==> src/common/core_defs.svh <==
`ifndef CORE_DEFS_SVH
`define CORE_DEFS_SVH

// width of every register and of both bus words, one bit moves per counted cycle
`define CORE_XLEN 32

// only x0 through x7 are implemented, the upper register field bits are ignored
`define CORE_NREGS 8

// address of the first fetch once reset is released
`define CORE_RESET_PC 32'h0000_0000

`endif
==> src/common/core_bus_pkg.sv <==
`default_nettype none

`include "core_defs.svh"

package core_bus_pkg;

   // instruction fetch request, adr is always the current pc
   typedef struct packed {
      logic                  cyc;
      logic [`CORE_XLEN-1:0] adr;
   } ibus_req_t;

   // data request, dat only matters when we is set
   typedef struct packed {
      logic                  cyc;
      logic                  we;
      logic [`CORE_XLEN-1:0] adr;
      logic [`CORE_XLEN-1:0] dat;
   } dbus_req_t;

endpackage

`default_nettype wire

==> src/common/serial_ctrl_pkg.sv <==
`default_nettype none

package serial_ctrl_pkg;

   // decoded instruction, held stable for the whole instruction
   typedef struct packed {
      logic [2:0] rd_addr;
      logic [2:0] rs1_addr;
      logic [2:0] rs2_addr;
      // set for lw, sw, slt and the branches
      logic       two_stage;
      logic       branch_op;
      logic       bne_op;
      logic       mem_op;
      logic       store_op;
      // the alu inverts the second operand and seeds a carry of one
      logic       sub_op;
      logic       slt_op;
      logic       use_imm;
      logic       rd_op;
   } ctrl_t;

   // counter state shared by every serial block
   typedef struct packed {
      logic cnt_en;
      logic init;
      logic cnt0;
      logic cnt_done;
      logic stage_two;
      logic pc_en;
   } cnt_t;

endpackage

`default_nettype wire

==> src/logic/serial_core.sv <==
`timescale 1ns/1ns
`default_nettype none

`include "core_defs.svh"

module serial_core (
   input  wire                       i_clk,
   input  wire                       i_rst,
   input  wire                       i_ibus_ack,
   input  wire [`CORE_XLEN-1:0]      i_ibus_rdt,
   input  wire                       i_dbus_ack,
   input  wire [`CORE_XLEN-1:0]      i_dbus_rdt,
   output core_bus_pkg::ibus_req_t   o_ibus,
   output core_bus_pkg::dbus_req_t   o_dbus
);

   import serial_ctrl_pkg::*;

   ctrl_t                 ctrl;
   cnt_t                  cnt;
   logic                  ibus_cyc;
   logic                  dbus_cyc;
   logic                  take_branch;
   logic                  rf_wen;
   logic                  imm_bit;
   logic                  rs1_bit;
   logic                  rs2_bit;
   logic                  res_bit;
   logic                  alu_cmp;
   logic [`CORE_XLEN-1:0] pc;
   logic [`CORE_XLEN-1:0] addr_buf;
   logic [`CORE_XLEN-1:0] store_dat;

   serial_state state_inst (
      .i_clk, .i_rst, .i_ctrl(ctrl), .i_ibus_ack, .i_dbus_ack, .i_alu_cmp(alu_cmp),
      .o_cnt(cnt), .o_ibus_cyc(ibus_cyc), .o_dbus_cyc(dbus_cyc),
      .o_take_branch(take_branch), .o_rf_wen(rf_wen));

   instr_decode decode_inst (
      .i_clk, .i_rst, .i_ibus_ack, .i_ibus_rdt, .i_cnt(cnt),
      .i_stage_two(cnt.stage_two), .o_ctrl(ctrl), .o_imm_bit(imm_bit));

   serial_alu alu_inst (
      .i_clk, .i_rst, .i_cnt(cnt), .i_ctrl(ctrl), .i_rs1_bit(rs1_bit),
      .i_rs2_bit(rs2_bit), .i_imm_bit(imm_bit), .o_res_bit(res_bit), .o_cmp(alu_cmp));

   serial_regfile regfile_inst (
      .i_clk, .i_rst, .i_ctrl(ctrl), .i_cnt(cnt), .i_wen(rf_wen), .i_wr_bit(res_bit),
      .i_dbus_ack, .i_dbus_rdt, .o_rs1_bit(rs1_bit), .o_rs2_bit(rs2_bit));

   serial_pc pc_inst (
      .i_clk, .i_rst, .i_cnt(cnt), .i_ctrl(ctrl), .i_take_branch(take_branch),
      .i_imm_bit(imm_bit), .i_alu_bit(res_bit), .i_rs2_bit(rs2_bit),
      .o_pc(pc), .o_buf(addr_buf), .o_store_dat(store_dat));

   assign o_ibus = '{cyc: ibus_cyc, adr: pc};

   // only word accesses exist, so the two low address bits are forced to zero
   assign o_dbus = '{cyc: dbus_cyc,
                     we:  ctrl.store_op,
                     adr: {addr_buf[`CORE_XLEN-1:2], 2'b00},
                     dat: store_dat};

endmodule

`default_nettype wire

==> src/datapath/serial_pc.sv <==
`timescale 1ns/1ns
`default_nettype none

`include "core_defs.svh"

module serial_pc (
   input  wire                         i_clk,
   input  wire                         i_rst,
   input  wire serial_ctrl_pkg::cnt_t  i_cnt,
   input  wire serial_ctrl_pkg::ctrl_t i_ctrl,
   input  wire                         i_take_branch,
   input  wire                         i_imm_bit,
   input  wire                         i_alu_bit,
   input  wire                         i_rs2_bit,
   output logic [`CORE_XLEN-1:0]       o_pc,
   output logic [`CORE_XLEN-1:0]       o_buf,
   output logic [`CORE_XLEN-1:0]       o_store_dat
);

   // delays cnt0 by two counts to mark bit 2 for the plus-four step
   logic [1:0] four_sr;
   logic       add_bit;
   logic       pc_cin;
   logic       pc_sum;
   logic       pc_carry;

   assign add_bit = i_take_branch ? i_imm_bit : four_sr[1];
   assign pc_cin  = i_cnt.cnt0 ? 1'b0 : pc_carry;
   assign pc_sum  = o_pc[0] ^ add_bit ^ pc_cin;

   always_ff @(posedge i_clk) begin
      if (i_rst) begin
         four_sr  <= 2'b00;
         pc_carry <= 1'b0;
         o_pc     <= `CORE_RESET_PC;
      end else begin
         if (i_cnt.cnt_en)
            four_sr <= {four_sr[0], i_cnt.cnt0};
         // the pc shifts through itself, so it reads as the new address after bit 31
         if (i_cnt.pc_en) begin
            o_pc     <= {pc_sum, o_pc[`CORE_XLEN-1:1]};
            pc_carry <= (o_pc[0] & add_bit) | (pc_cin & (o_pc[0] ^ add_bit));
         end
      end
   end

   // stage one of lw and sw builds the address and the store word side by side
   always_ff @(posedge i_clk) begin
      if (i_cnt.cnt_en & i_cnt.init & i_ctrl.mem_op) begin
         o_buf       <= {i_alu_bit, o_buf[`CORE_XLEN-1:1]};
         o_store_dat <= {i_rs2_bit, o_store_dat[`CORE_XLEN-1:1]};
      end
   end

endmodule

`default_nettype wire

==> src/datapath/serial_regfile.sv <==
`timescale 1ns/1ns
`default_nettype none

`include "core_defs.svh"

module serial_regfile (
   input  wire                         i_clk,
   input  wire                         i_rst,
   input  wire serial_ctrl_pkg::ctrl_t i_ctrl,
   input  wire serial_ctrl_pkg::cnt_t  i_cnt,
   input  wire                         i_wen,
   input  wire                         i_wr_bit,
   input  wire                         i_dbus_ack,
   input  wire [`CORE_XLEN-1:0]        i_dbus_rdt,
   output logic                        o_rs1_bit,
   output logic                        o_rs2_bit
);

   // x0 has no storage, it always reads as zero
   logic [`CORE_XLEN-1:0] regs [1:`CORE_NREGS-1];
   logic [`CORE_XLEN-1:0] ld_sr;
   logic                  wr_bit;

   // a load writes back the captured word, everything else takes the alu bit
   assign wr_bit = i_ctrl.mem_op ? ld_sr[0] : i_wr_bit;

   always_comb begin
      o_rs1_bit = 1'b0;
      o_rs2_bit = 1'b0;
      for (int i = 1; i < `CORE_NREGS; i++) begin
         if (i_ctrl.rs1_addr == 3'(i))
            o_rs1_bit = regs[i][0];
         if (i_ctrl.rs2_addr == 3'(i))
            o_rs2_bit = regs[i][0];
      end
   end

   // source registers rotate so 32 cycles restore them, rd takes new bits at the top
   always_ff @(posedge i_clk) begin
      for (int i = 1; i < `CORE_NREGS; i++) begin
         if (i_cnt.cnt_en) begin
            if (i_wen & (i_ctrl.rd_addr == 3'(i)))
               regs[i] <= {wr_bit, regs[i][`CORE_XLEN-1:1]};
            else if ((i_ctrl.rs1_addr == 3'(i)) | (i_ctrl.rs2_addr == 3'(i)))
               regs[i] <= {regs[i][0], regs[i][`CORE_XLEN-1:1]};
         end
      end
   end

   // read data is only valid in the ack cycle, so it is caught here and fed out in stage two
   always_ff @(posedge i_clk) begin
      if (i_dbus_ack)
         ld_sr <= i_dbus_rdt;
      else if (i_cnt.cnt_en & i_cnt.stage_two)
         ld_sr <= {1'b0, ld_sr[`CORE_XLEN-1:1]};
   end

   wen_counting_a: assert property (@(posedge i_clk) disable iff (i_rst)
      i_wen |-> i_cnt.cnt_en);

endmodule

`default_nettype wire

==> src/datapath/serial_alu.sv <==
`timescale 1ns/1ns
`default_nettype none

module serial_alu (
   input  wire                         i_clk,
   input  wire                         i_rst,
   input  wire serial_ctrl_pkg::cnt_t  i_cnt,
   input  wire serial_ctrl_pkg::ctrl_t i_ctrl,
   input  wire                         i_rs1_bit,
   input  wire                         i_rs2_bit,
   input  wire                         i_imm_bit,
   output logic                        o_res_bit,
   output logic                        o_cmp
);

   logic op_b;
   logic b_inv;
   logic c_in;
   logic c_out;
   logic sum;
   logic carry_r;
   logic eq_r;
   logic eq_now;
   logic lt_now;
   logic cmp_r;

   assign op_b  = i_ctrl.use_imm ? i_imm_bit : i_rs2_bit;
   // subtract is add of the inverted operand with a carry of one at bit 0
   assign b_inv = op_b ^ i_ctrl.sub_op;
   assign c_in  = i_cnt.cnt0 ? i_ctrl.sub_op : carry_r;
   assign sum   = i_rs1_bit ^ b_inv ^ c_in;
   assign c_out = (i_rs1_bit & b_inv) | (c_in & (i_rs1_bit ^ b_inv));

   // equality restarts at cnt0 and stays set only while every bit matched
   assign eq_now = (i_cnt.cnt0 | eq_r) & !(i_rs1_bit ^ op_b);
   // at bit 31 differing signs decide directly, otherwise the difference sign does
   assign lt_now = (i_rs1_bit ^ op_b) ? i_rs1_bit : sum;

   // only meaningful on the cnt_done cycle of stage one
   assign o_cmp = i_ctrl.slt_op ? lt_now : eq_now;

   // slt writes its latched compare into bit 0 and zeros above it
   assign o_res_bit = (i_ctrl.slt_op & i_cnt.stage_two) ? (i_cnt.cnt0 & cmp_r) : sum;

   always_ff @(posedge i_clk) begin
      if (i_rst) begin
         carry_r <= 1'b0;
         eq_r    <= 1'b0;
         cmp_r   <= 1'b0;
      end else begin
         if (i_cnt.cnt_en) begin
            carry_r <= c_out;
            eq_r    <= eq_now;
         end
         if (i_cnt.cnt_done & !i_cnt.stage_two)
            cmp_r <= o_cmp;
      end
   end

endmodule

`default_nettype wire

==> src/logic/instr_decode.sv <==
`timescale 1ns/1ns
`default_nettype none

`include "core_defs.svh"

module instr_decode (
   input  wire                         i_clk,
   input  wire                         i_rst,
   input  wire                         i_ibus_ack,
   input  wire [`CORE_XLEN-1:0]        i_ibus_rdt,
   input  wire serial_ctrl_pkg::cnt_t  i_cnt,
   input  wire                         i_stage_two,
   output serial_ctrl_pkg::ctrl_t      o_ctrl,
   output logic                        o_imm_bit
);

   localparam logic [6:0] OP_REG    = 7'b0110011;
   localparam logic [6:0] OP_IMM    = 7'b0010011;
   localparam logic [6:0] OP_LOAD   = 7'b0000011;
   localparam logic [6:0] OP_STORE  = 7'b0100011;
   localparam logic [6:0] OP_BRANCH = 7'b1100011;

   logic [`CORE_XLEN-1:0] ir;
   // twelve immediate bits plus one sign copy, b-type keeps a zero lsb
   logic [12:0]           imm_r;
   logic [12:0]           imm_new;
   logic [6:0]            rdt_opc;
   logic                  rdt_ok;
   logic                  is_reg;
   logic                  is_load;
   logic                  is_store;
   logic                  is_branch;
   logic                  is_slt;

   assign rdt_opc = i_ibus_rdt[6:0];
   assign rdt_ok  = rdt_opc inside {OP_REG, OP_IMM, OP_LOAD, OP_STORE, OP_BRANCH};

   // immediate is taken straight from the bus word so it is ready at cnt0
   always_comb begin
      if (rdt_opc == OP_BRANCH)
         imm_new = {i_ibus_rdt[31], i_ibus_rdt[7], i_ibus_rdt[30:25],
                    i_ibus_rdt[11:8], 1'b0};
      else if (rdt_opc == OP_STORE)
         imm_new = {i_ibus_rdt[31], i_ibus_rdt[31:25], i_ibus_rdt[11:7]};
      else
         imm_new = {i_ibus_rdt[31], i_ibus_rdt[31:20]};
   end

   always_ff @(posedge i_clk) begin
      if (i_rst)
         ir <= '0;
      else if (i_ibus_ack)
         ir <= i_ibus_rdt;
   end

   // branches consume the offset in stage two, everything else in stage one
   always_ff @(posedge i_clk) begin
      if (i_ibus_ack)
         imm_r <= imm_new;
      else if (i_cnt.cnt_en & (o_ctrl.branch_op == i_stage_two))
         imm_r <= {imm_r[12], imm_r[12:1]};
   end

   assign o_imm_bit = imm_r[0];

   assign is_reg    = ir[6:0] == OP_REG;
   assign is_load   = ir[6:0] == OP_LOAD;
   assign is_store  = ir[6:0] == OP_STORE;
   assign is_branch = ir[6:0] == OP_BRANCH;
   assign is_slt    = is_reg & (ir[14:12] == 3'b010);

   // slt and the branches subtract to get their compare, funct7 bit 30 selects sub
   assign o_ctrl = '{rd_addr:   ir[9:7],
                     rs1_addr:  ir[17:15],
                     rs2_addr:  ir[22:20],
                     two_stage: is_load | is_store | is_branch | is_slt,
                     branch_op: is_branch,
                     bne_op:    is_branch & ir[12],
                     mem_op:    is_load | is_store,
                     store_op:  is_store,
                     sub_op:    is_branch | (is_reg & (ir[30] | ir[13])),
                     slt_op:    is_slt,
                     use_imm:   (ir[6:0] == OP_IMM) | is_load | is_store,
                     rd_op:     is_reg | (ir[6:0] == OP_IMM) | is_load};

   // the memory only ever returns the supported subset
   opcode_ok_a: assert property (@(posedge i_clk) disable iff (i_rst)
      i_ibus_ack |-> rdt_ok);

endmodule

`default_nettype wire

==> src/logic/serial_state.sv <==
`timescale 1ns/1ns
`default_nettype none

module serial_state (
   input  wire                         i_clk,
   input  wire                         i_rst,
   input  wire serial_ctrl_pkg::ctrl_t i_ctrl,
   input  wire                         i_ibus_ack,
   input  wire                         i_dbus_ack,
   input  wire                         i_alu_cmp,
   output serial_ctrl_pkg::cnt_t       o_cnt,
   output logic                        o_ibus_cyc,
   output logic                        o_dbus_cyc,
   output logic                        o_take_branch,
   output logic                        o_rf_wen
);

   // upper three bits of the 0..31 bit index
   logic [2:0] cnt_hi;
   // rotating one-hot stands in for the two low index bits
   logic [3:0] cnt_r;
   logic       init_done;
   logic       cnt_en;
   logic       cnt0;
   logic       cnt_done;
   logic       init;
   logic       pc_en;
   logic       start;

   // the counter runs whenever a bit sits anywhere in the one-hot ring
   assign cnt_en   = |cnt_r;
   assign cnt0     = (cnt_hi == 3'd0) & cnt_r[0];
   assign cnt_done = (cnt_hi == 3'd7) & cnt_r[3];

   // init is set in stage one of a two-stage instruction and cleared once that stage has run
   assign init  = i_ctrl.two_stage & !init_done;
   // the pc only moves in the last stage of an instruction
   assign pc_en = cnt_en & !init;

   // memory access sits in the gap between the two stages
   assign o_dbus_cyc = !cnt_en & init_done & i_ctrl.mem_op;

   // a count starts after a fetch, right after stage one of slt and branches,
   // or after the data bus has answered
   assign start = (o_ibus_cyc & i_ibus_ack) |
                  (cnt_done & init & !i_ctrl.mem_op) |
                  (o_dbus_cyc & i_dbus_ack);

   // rd is written in the only stage of alu ops and in stage two of lw and slt
   assign o_rf_wen = pc_en & i_ctrl.rd_op;

   assign o_cnt = '{cnt_en:    cnt_en,
                    init:      init,
                    cnt0:      cnt0,
                    cnt_done:  cnt_done,
                    stage_two: init_done,
                    pc_en:     pc_en};

   always_ff @(posedge i_clk) begin
      if (i_rst) begin
         cnt_hi <= 3'd0;
         cnt_r  <= 4'b0000;
      end else begin
         // the high part steps each time the one-hot bit leaves position 3
         cnt_hi <= cnt_hi + {2'b00, cnt_r[3]};
         // cnt_done blocks the wrap so the ring empties unless a new start arrives
         cnt_r  <= {cnt_r[2:0], (cnt_r[3] & !cnt_done) | start};
      end
   end

   always_ff @(posedge i_clk) begin
      if (i_rst) begin
         // the first fetch goes out as soon as reset is released
         o_ibus_cyc    <= 1'b1;
         init_done     <= 1'b0;
         o_take_branch <= 1'b0;
      end else begin
         // the next fetch follows the last count that updated the pc
         if (cnt_done)
            o_ibus_cyc <= pc_en;
         else if (i_ibus_ack)
            o_ibus_cyc <= 1'b0;
         if (cnt_done) begin
            init_done <= init;
            // the compare is only settled on the last bit of stage one
            o_take_branch <= init & i_ctrl.branch_op & (i_alu_cmp ^ i_ctrl.bne_op);
         end
      end
   end

   // a fetch is never outstanding while the datapath is shifting
   ibus_idle_a: assert property (@(posedge i_clk) disable iff (i_rst)
      o_ibus_cyc |-> !cnt_en);

   // once raised, the data request stays up until the memory answers it
   dbus_hold_a: assert property (@(posedge i_clk) disable iff (i_rst)
      o_dbus_cyc & !i_dbus_ack |=> o_dbus_cyc);

endmodule

`default_nettype wire

==> config.mk <==
export PLATFORM = sky130hd
export DESIGN_NAME = serial_core
export DESIGN_NICKNAME = d
export VERILOG_FILES = /design/src/common/core_bus_pkg.sv /design/src/common/serial_ctrl_pkg.sv /design/src/logic/serial_core.sv /design/src/datapath/serial_pc.sv /design/src/datapath/serial_regfile.sv /design/src/datapath/serial_alu.sv /design/src/logic/instr_decode.sv /design/src/logic/serial_state.sv
export VERILOG_INCLUDE_DIRS = /design/src /design/src/common
export SDC_FILE = /design/constraint.sdc
export NUM_CORES = 1
export LEC_CHECK = 0
export BUFFER_PORTS_ARGS = -buffer_cell sky130_fd_sc_hd__buf_2
export CAP_MARGIN = 20
export CORE_MARGIN = 10
export CORE_UTILIZATION = 57
export DETAILED_ROUTE_END_ITERATION = 10
export GPL_TIMING_DRIVEN = 0
export PLACE_DENSITY = 0.8
export SETUP_SLACK_MARGIN = 0.05
export SYNTH_ARGS = -nofsm -noshare
export SYNTH_HDL_FRONTEND = slang
export SYNTH_SLANG_ARGS = --single-unit
==> constraint.sdc <==
create_clock -name i_clk -period 10 [get_ports i_clk]
set_input_delay 0.5 -clock i_clk [delete_from_list [all_inputs] [get_ports i_clk]]
set_output_delay 0.5 -clock i_clk [all_outputs]
set_load 0.02 [all_outputs]
==> flow_results.org <==
** Setup path
- Kind of end point of the critical path :: register
- Crit path largest cell delay :: 0.56 ns
- The cell family contributing the most delay on the critical path is simple AND/OR/NAND/NOR gates.
- At the worst endpoint, the arrival time is about 3.9 ns.
- The worst register-to-register path has a setup slack of around 6.4 ns.
- Number of buffer and inverter stages on the critical path :: 0
- Largest driver fanout on the critical path :: 7
- The most critical setup path has its endpoint at regfile_inst.regs[6][31].
- At the worst endpoint, the required time is between 10 and 15 ns.
- Tracing the worst setup path back leads to its startpoint at regfile_inst.regs[1][0].
- The largest individual stage delay along the critical path comes from the cell or4_4.
- The critical path goes through and3b_1, or4_4, a211oi_1, nor2_1, xnor2_1, fa_1, nand2_1, o21ai_1, mux2_2, mux2_2.
- The startpoint identified for the worst register-to-register timing path is regfile_inst.regs[1][0].
- Counting stages on the worst path, the most repeated cell is mux2_2.
- Number of cells on the worst reg-to-reg path :: 10
- WS Path Type :: register to register
- The worst setup path is launched from a register.
- In this run the number of cells on the critical path is 10.
- Critical register-to-register path endpoint :: regfile_inst.regs[6][31]

** Synth
- After synthesis the cells add up to 0.0138 mm².
- In this run, synthesis inferred roughly 330 flip-flops with an integrated enable.
- Proportion of synthesized area in mux cells :: 5.77%
- Share of synthesized flip-flops with an asynchronous set or reset :: 0%
- Among all flip-flop cells after synthesis, the most frequent one is edfxtp_1.
- After synthesis, the largest family of logic cells by area is simple AND/OR/NAND/NOR gates.
- edfxtp_1 takes more of the synthesized area than any other cell.
- Number of synthesized register bits :: 399
- Distinct cell type count of the synthesized netlist :: 56
- Number of warnings issued by yosys :: 0
- The synthesized netlist devotes under 10% of its cell area to simple gates.
- Summing the areas of all compound-gate instances in the mapped netlist gives under 10% of the synthesized area.
- Post-synthesis share of cell area spent on full adders, half adders and majority gates :: less than 1%
- Share of Yosys cell area claimed by the top area cell type :: around 70%
- Leading cell types by total area after synthesis :: edfxtp_1 (72%), dfxtp_1 (9.8%), mux2_2 (3.7%)
- Xor/xnor cell area share of the yosys netlist :: less than 1%
- In this run the mean area of a mapped cell was ~17 µm².
- Sequential area share after synthesis :: 81.7%
- Count of mapped cells out of synthesis :: 806

** Layout
- Post-Route Utilization :: between 60 and 70%
- Layout cells sized above 1 :: around 28%
- Area growth from synthesis to layout :: 19.6%
- After filler insertion, the fill cell instance count of the layout stands at between 1500 and 2000.
- The net count of the finished layout is between 1000 and 1500.

** Route
- First drt pass iteration count :: 5
- For this block, the initial DRC count from the detailed router was 689.
- Summed over all layers, the routed wires come to about 26000 µm.
- After detailed routing, the number of vias per cell comes to approximately 5.4.
- Number of vias in the routed layout :: about 7400
- Detailed-route DRC error count :: 0
- Antenna violation net count after detailed routing :: 0
- Average wire length per cell after detail routing :: 19.1 µm

** Clock network
- Clock net sink count :: around 400
- Longest Clk Path Bufs :: 3
- Post-CTS setup buffer count :: 0
- Clock latency on the worst-skew pair, taken at its later pin, is around 0.52 ns.
- In this run, CTS created clock tree buffers numbering 38.
- Post-cts sizing count :: 0
- Hold buffer count at cts :: 0
- CTS tree :: built
- After clock tree synthesis, the clock-pin slew on the worst setup and hold paths is ~0.060 ns.
- The H-tree was split into 2 levels.
- The tree is rooted in a clkbuf_16.

** STA
- Worst rel slew slack :: 36.6%
- Worst Slack Setup Final :: 6.37 ns
- The clock arrives with between 0.015 and 0.02 ns of skew.
- In the finished design, the share of the clock period the worst path needs comes to between 30% and 40%.
- Worst slew pin tran :: 0.947 ns
- The max-slew violation total from the final report is 0.
- Setup-violating endpoint count in the final report :: 0
- The worst path needs around 3.6 ns of the cycle, external delays included.
- Count of final hold-check violations :: 0
- Setup repair after global routing left no endpoint under its margin.
- Top achievable clock speed :: approximately 280 MHz

** Worst hold path
- Hold wc startpoint :: i_ibus_ack
- Worst min-delay path class :: input port to register

** Pwr
- Pwr/cell area :: between 200 and 250 mW/mm²
- Static power due to leakage :: roughly 5.9 nW
- Peak supply drop :: approximately 0.00011 V

** GRT
- The first global-routing pass estimated 41700 µm of wire.
- The initial antenna violation count is 3.
- Entering global routing, the biggest net connects 33 pins.
- Global routing finished with a remaining overflow of 0.
- Via count of the first global-routing pass :: between 7000 and 8000
- Global routing usage summed across all routing layers :: 16.9%

** Place
- In this run the tool buffered the top-level ports with 160 buffer cells.
- DP Worst Slack :: ~6.4 ns
- Once detailed placement completed, the half-perimeter wirelength came to 17400 µm.
- At the end of routability-driven placement, the weighted congestion stood at just over 0.8.

** Flow run
- Reported max-cap violation count :: 0

** Floorplanning
- The initial utilization of the core area, before any placement, comes to around three fifths.
- Floorplan die width :: between 150 and 200 µm
- The floorplan has 56 rows.
- 167 I/O pins were placed.
- The die is 176 µm tall.
- The core region is approximately 0.024 mm².
- The die covers 0.0309 mm².

** Status
- Outcome :: complete, no violations
## state kept, by name, indices dropped and copies added, names as in the netlist
signal and cells:
alu_inst.carry_r 1, alu_inst.cmp_r 1, alu_inst.eq_r 1, decode_inst.imm_r 13, decode_inst.ir 20, pc_inst.four_sr 2, pc_inst.o_buf 30, pc_inst.o_pc 32
pc_inst.o_store_dat 32, pc_inst.pc_carry 1, regfile_inst.ld_sr 32, regfile_inst.regs 224, state_inst.cnt_hi 3, state_inst.cnt_r 4, state_inst.init_done 1, state_inst.o_ibus_cyc 1
state_inst.o_take_branch 1
## per-layer routing
metal	part of all wire [%]	global-route usage [%]	up-vias	routed length, µm
li1	-	-	3445	-
met1	44	22.4	3608	11400
met2	45	25.7	279	11800
met3	9.6	6.58	39	2520
met4	1.6	4.38	2	408
met5	0.061	0	-	16
## worst register-to-register path, delay by kind of cell, from the launching register on
kind / cells / cell delay (ns)
XOR/XNOR: 1 / 0.21
AND/OR/NAND/NOR: 4 / 1.03
flip-flops: 1 / 0.49
adder cells (fa/ha/maj): 1 / 0.49
multiplexers: 2 / 0.67
AO/OA/AOI/OAI: 2 / 0.49
## cell usage in the layout, fill, tap and decap left out, drive strengths merged, types with 14 or more instances in the layout
cell type and count:
a21oi 47, buf 186, clkbuf 75, clkinv 14
dfxtp 68, edfxtp 331, mux2 46, mux2i 28
nand2 87, nor2 47, o21ai 18
## Yosys cell counts (2+ instances only)
cell type and number:
a211oi_1 2, a21oi_1 47, a31oi_1 3, and2_1 2, and3_1 2, and3b_1 3
buf_1 3, buf_4 6, clkbuf_1 24, dfxtp_1 68, edfxtp_1 331, fa_1 2
ha_1 2, inv_1 7, mux2_2 46, mux2i_1 28, nand2_1 87, nand2b_1 7
nand3_1 3, nand3b_1 4, nand4_1 2, nand4bb_1 2, nor2_1 47, nor2b_1 9
nor3_1 3, nor3b_1 3, nor4_1 5, nor4b_1 2, nor4bb_1 2, o21ai_0 15
o21ai_1 3, o21bai_1 5, o22ai_1 3, or4_1 2, xnor2_1 5
## how the worst min path moves through the flow
| stage | to | cells past startpoint |
|---|---|---|
| 4_1_cts | decode_inst.imm_r[12] | 1 |
| 3_5_place_dp | regfile_inst.regs[2][27] | 0 |
| 6_report | decode_inst.imm_r[12] | 1 |
| 2_1_floorplan | regfile_inst.regs[1][0] | 0 |
| 5_1_grt | decode_inst.imm_r[12] | 1 |
| 3_3_place_gp | regfile_inst.regs[7][14] | 0 |
## logic make-up after synthesis
group                      after synthesis
other                                    1
adders and majority gates                4
AOI/OAI and AO/OA                       87
DFF                                    399
and+or+nand+nor                        194
buffers and inverters                   42
xor gates and xnor gates                 5
muxes                                   74
## through the flow
| stage | hold WS [ns] | std cells | setup TNS, ns | power (mW) | instance area, µm² |
|---|---|---|---|---|---|
| 6_report | 0.200 | 1371 | 0 | 3.40 | 16500 |
| 2_1_floorplan | 0.400 | 807 | 0 | 1.97 | 13800 |
| 3_3_place_gp | 0.402 | 1286 | -21.04 | 2.02 | 15000 |
| 3_5_place_dp | 0.405 | 1301 | 0 | 2.02 | 15300 |
| 5_1_grt | 0.186 | 1370 | 0 | 3.52 | 16500 |
| 4_1_cts | 0.180 | 1369 | 0 | 3.43 | 16500 |
## cell type report
| type | instances | area (µm²) | area share [%] |
|---|---|---|---|
| Multi-Input combinational cell | 366 | 2400 | 14.5 |
| Clock buffer | 51 | 1080 | 6.55 |
| Clock inverter | 17 | 149 | 0.900 |
| Tap cell | 319 | 399 | 2.41 |
| Sequential cell | 399 | 11300 | 68.3 |
| Timing Repair Buffer | 176 | 1010 | 6.11 |
| Antenna cell | 1 | 2.50 | 0.0151 |
| Inverter | 7 | 26.3 | 0.159 |
| Buffer | 35 | 163 | 0.984 |
## where the power goes
group          internal (mW)  switching [mW]
Clock                  0.836           0.572
Combinational         0.0589          0.0810
Sequential              1.83          0.0172
Power figures use the tool's default switching activity.
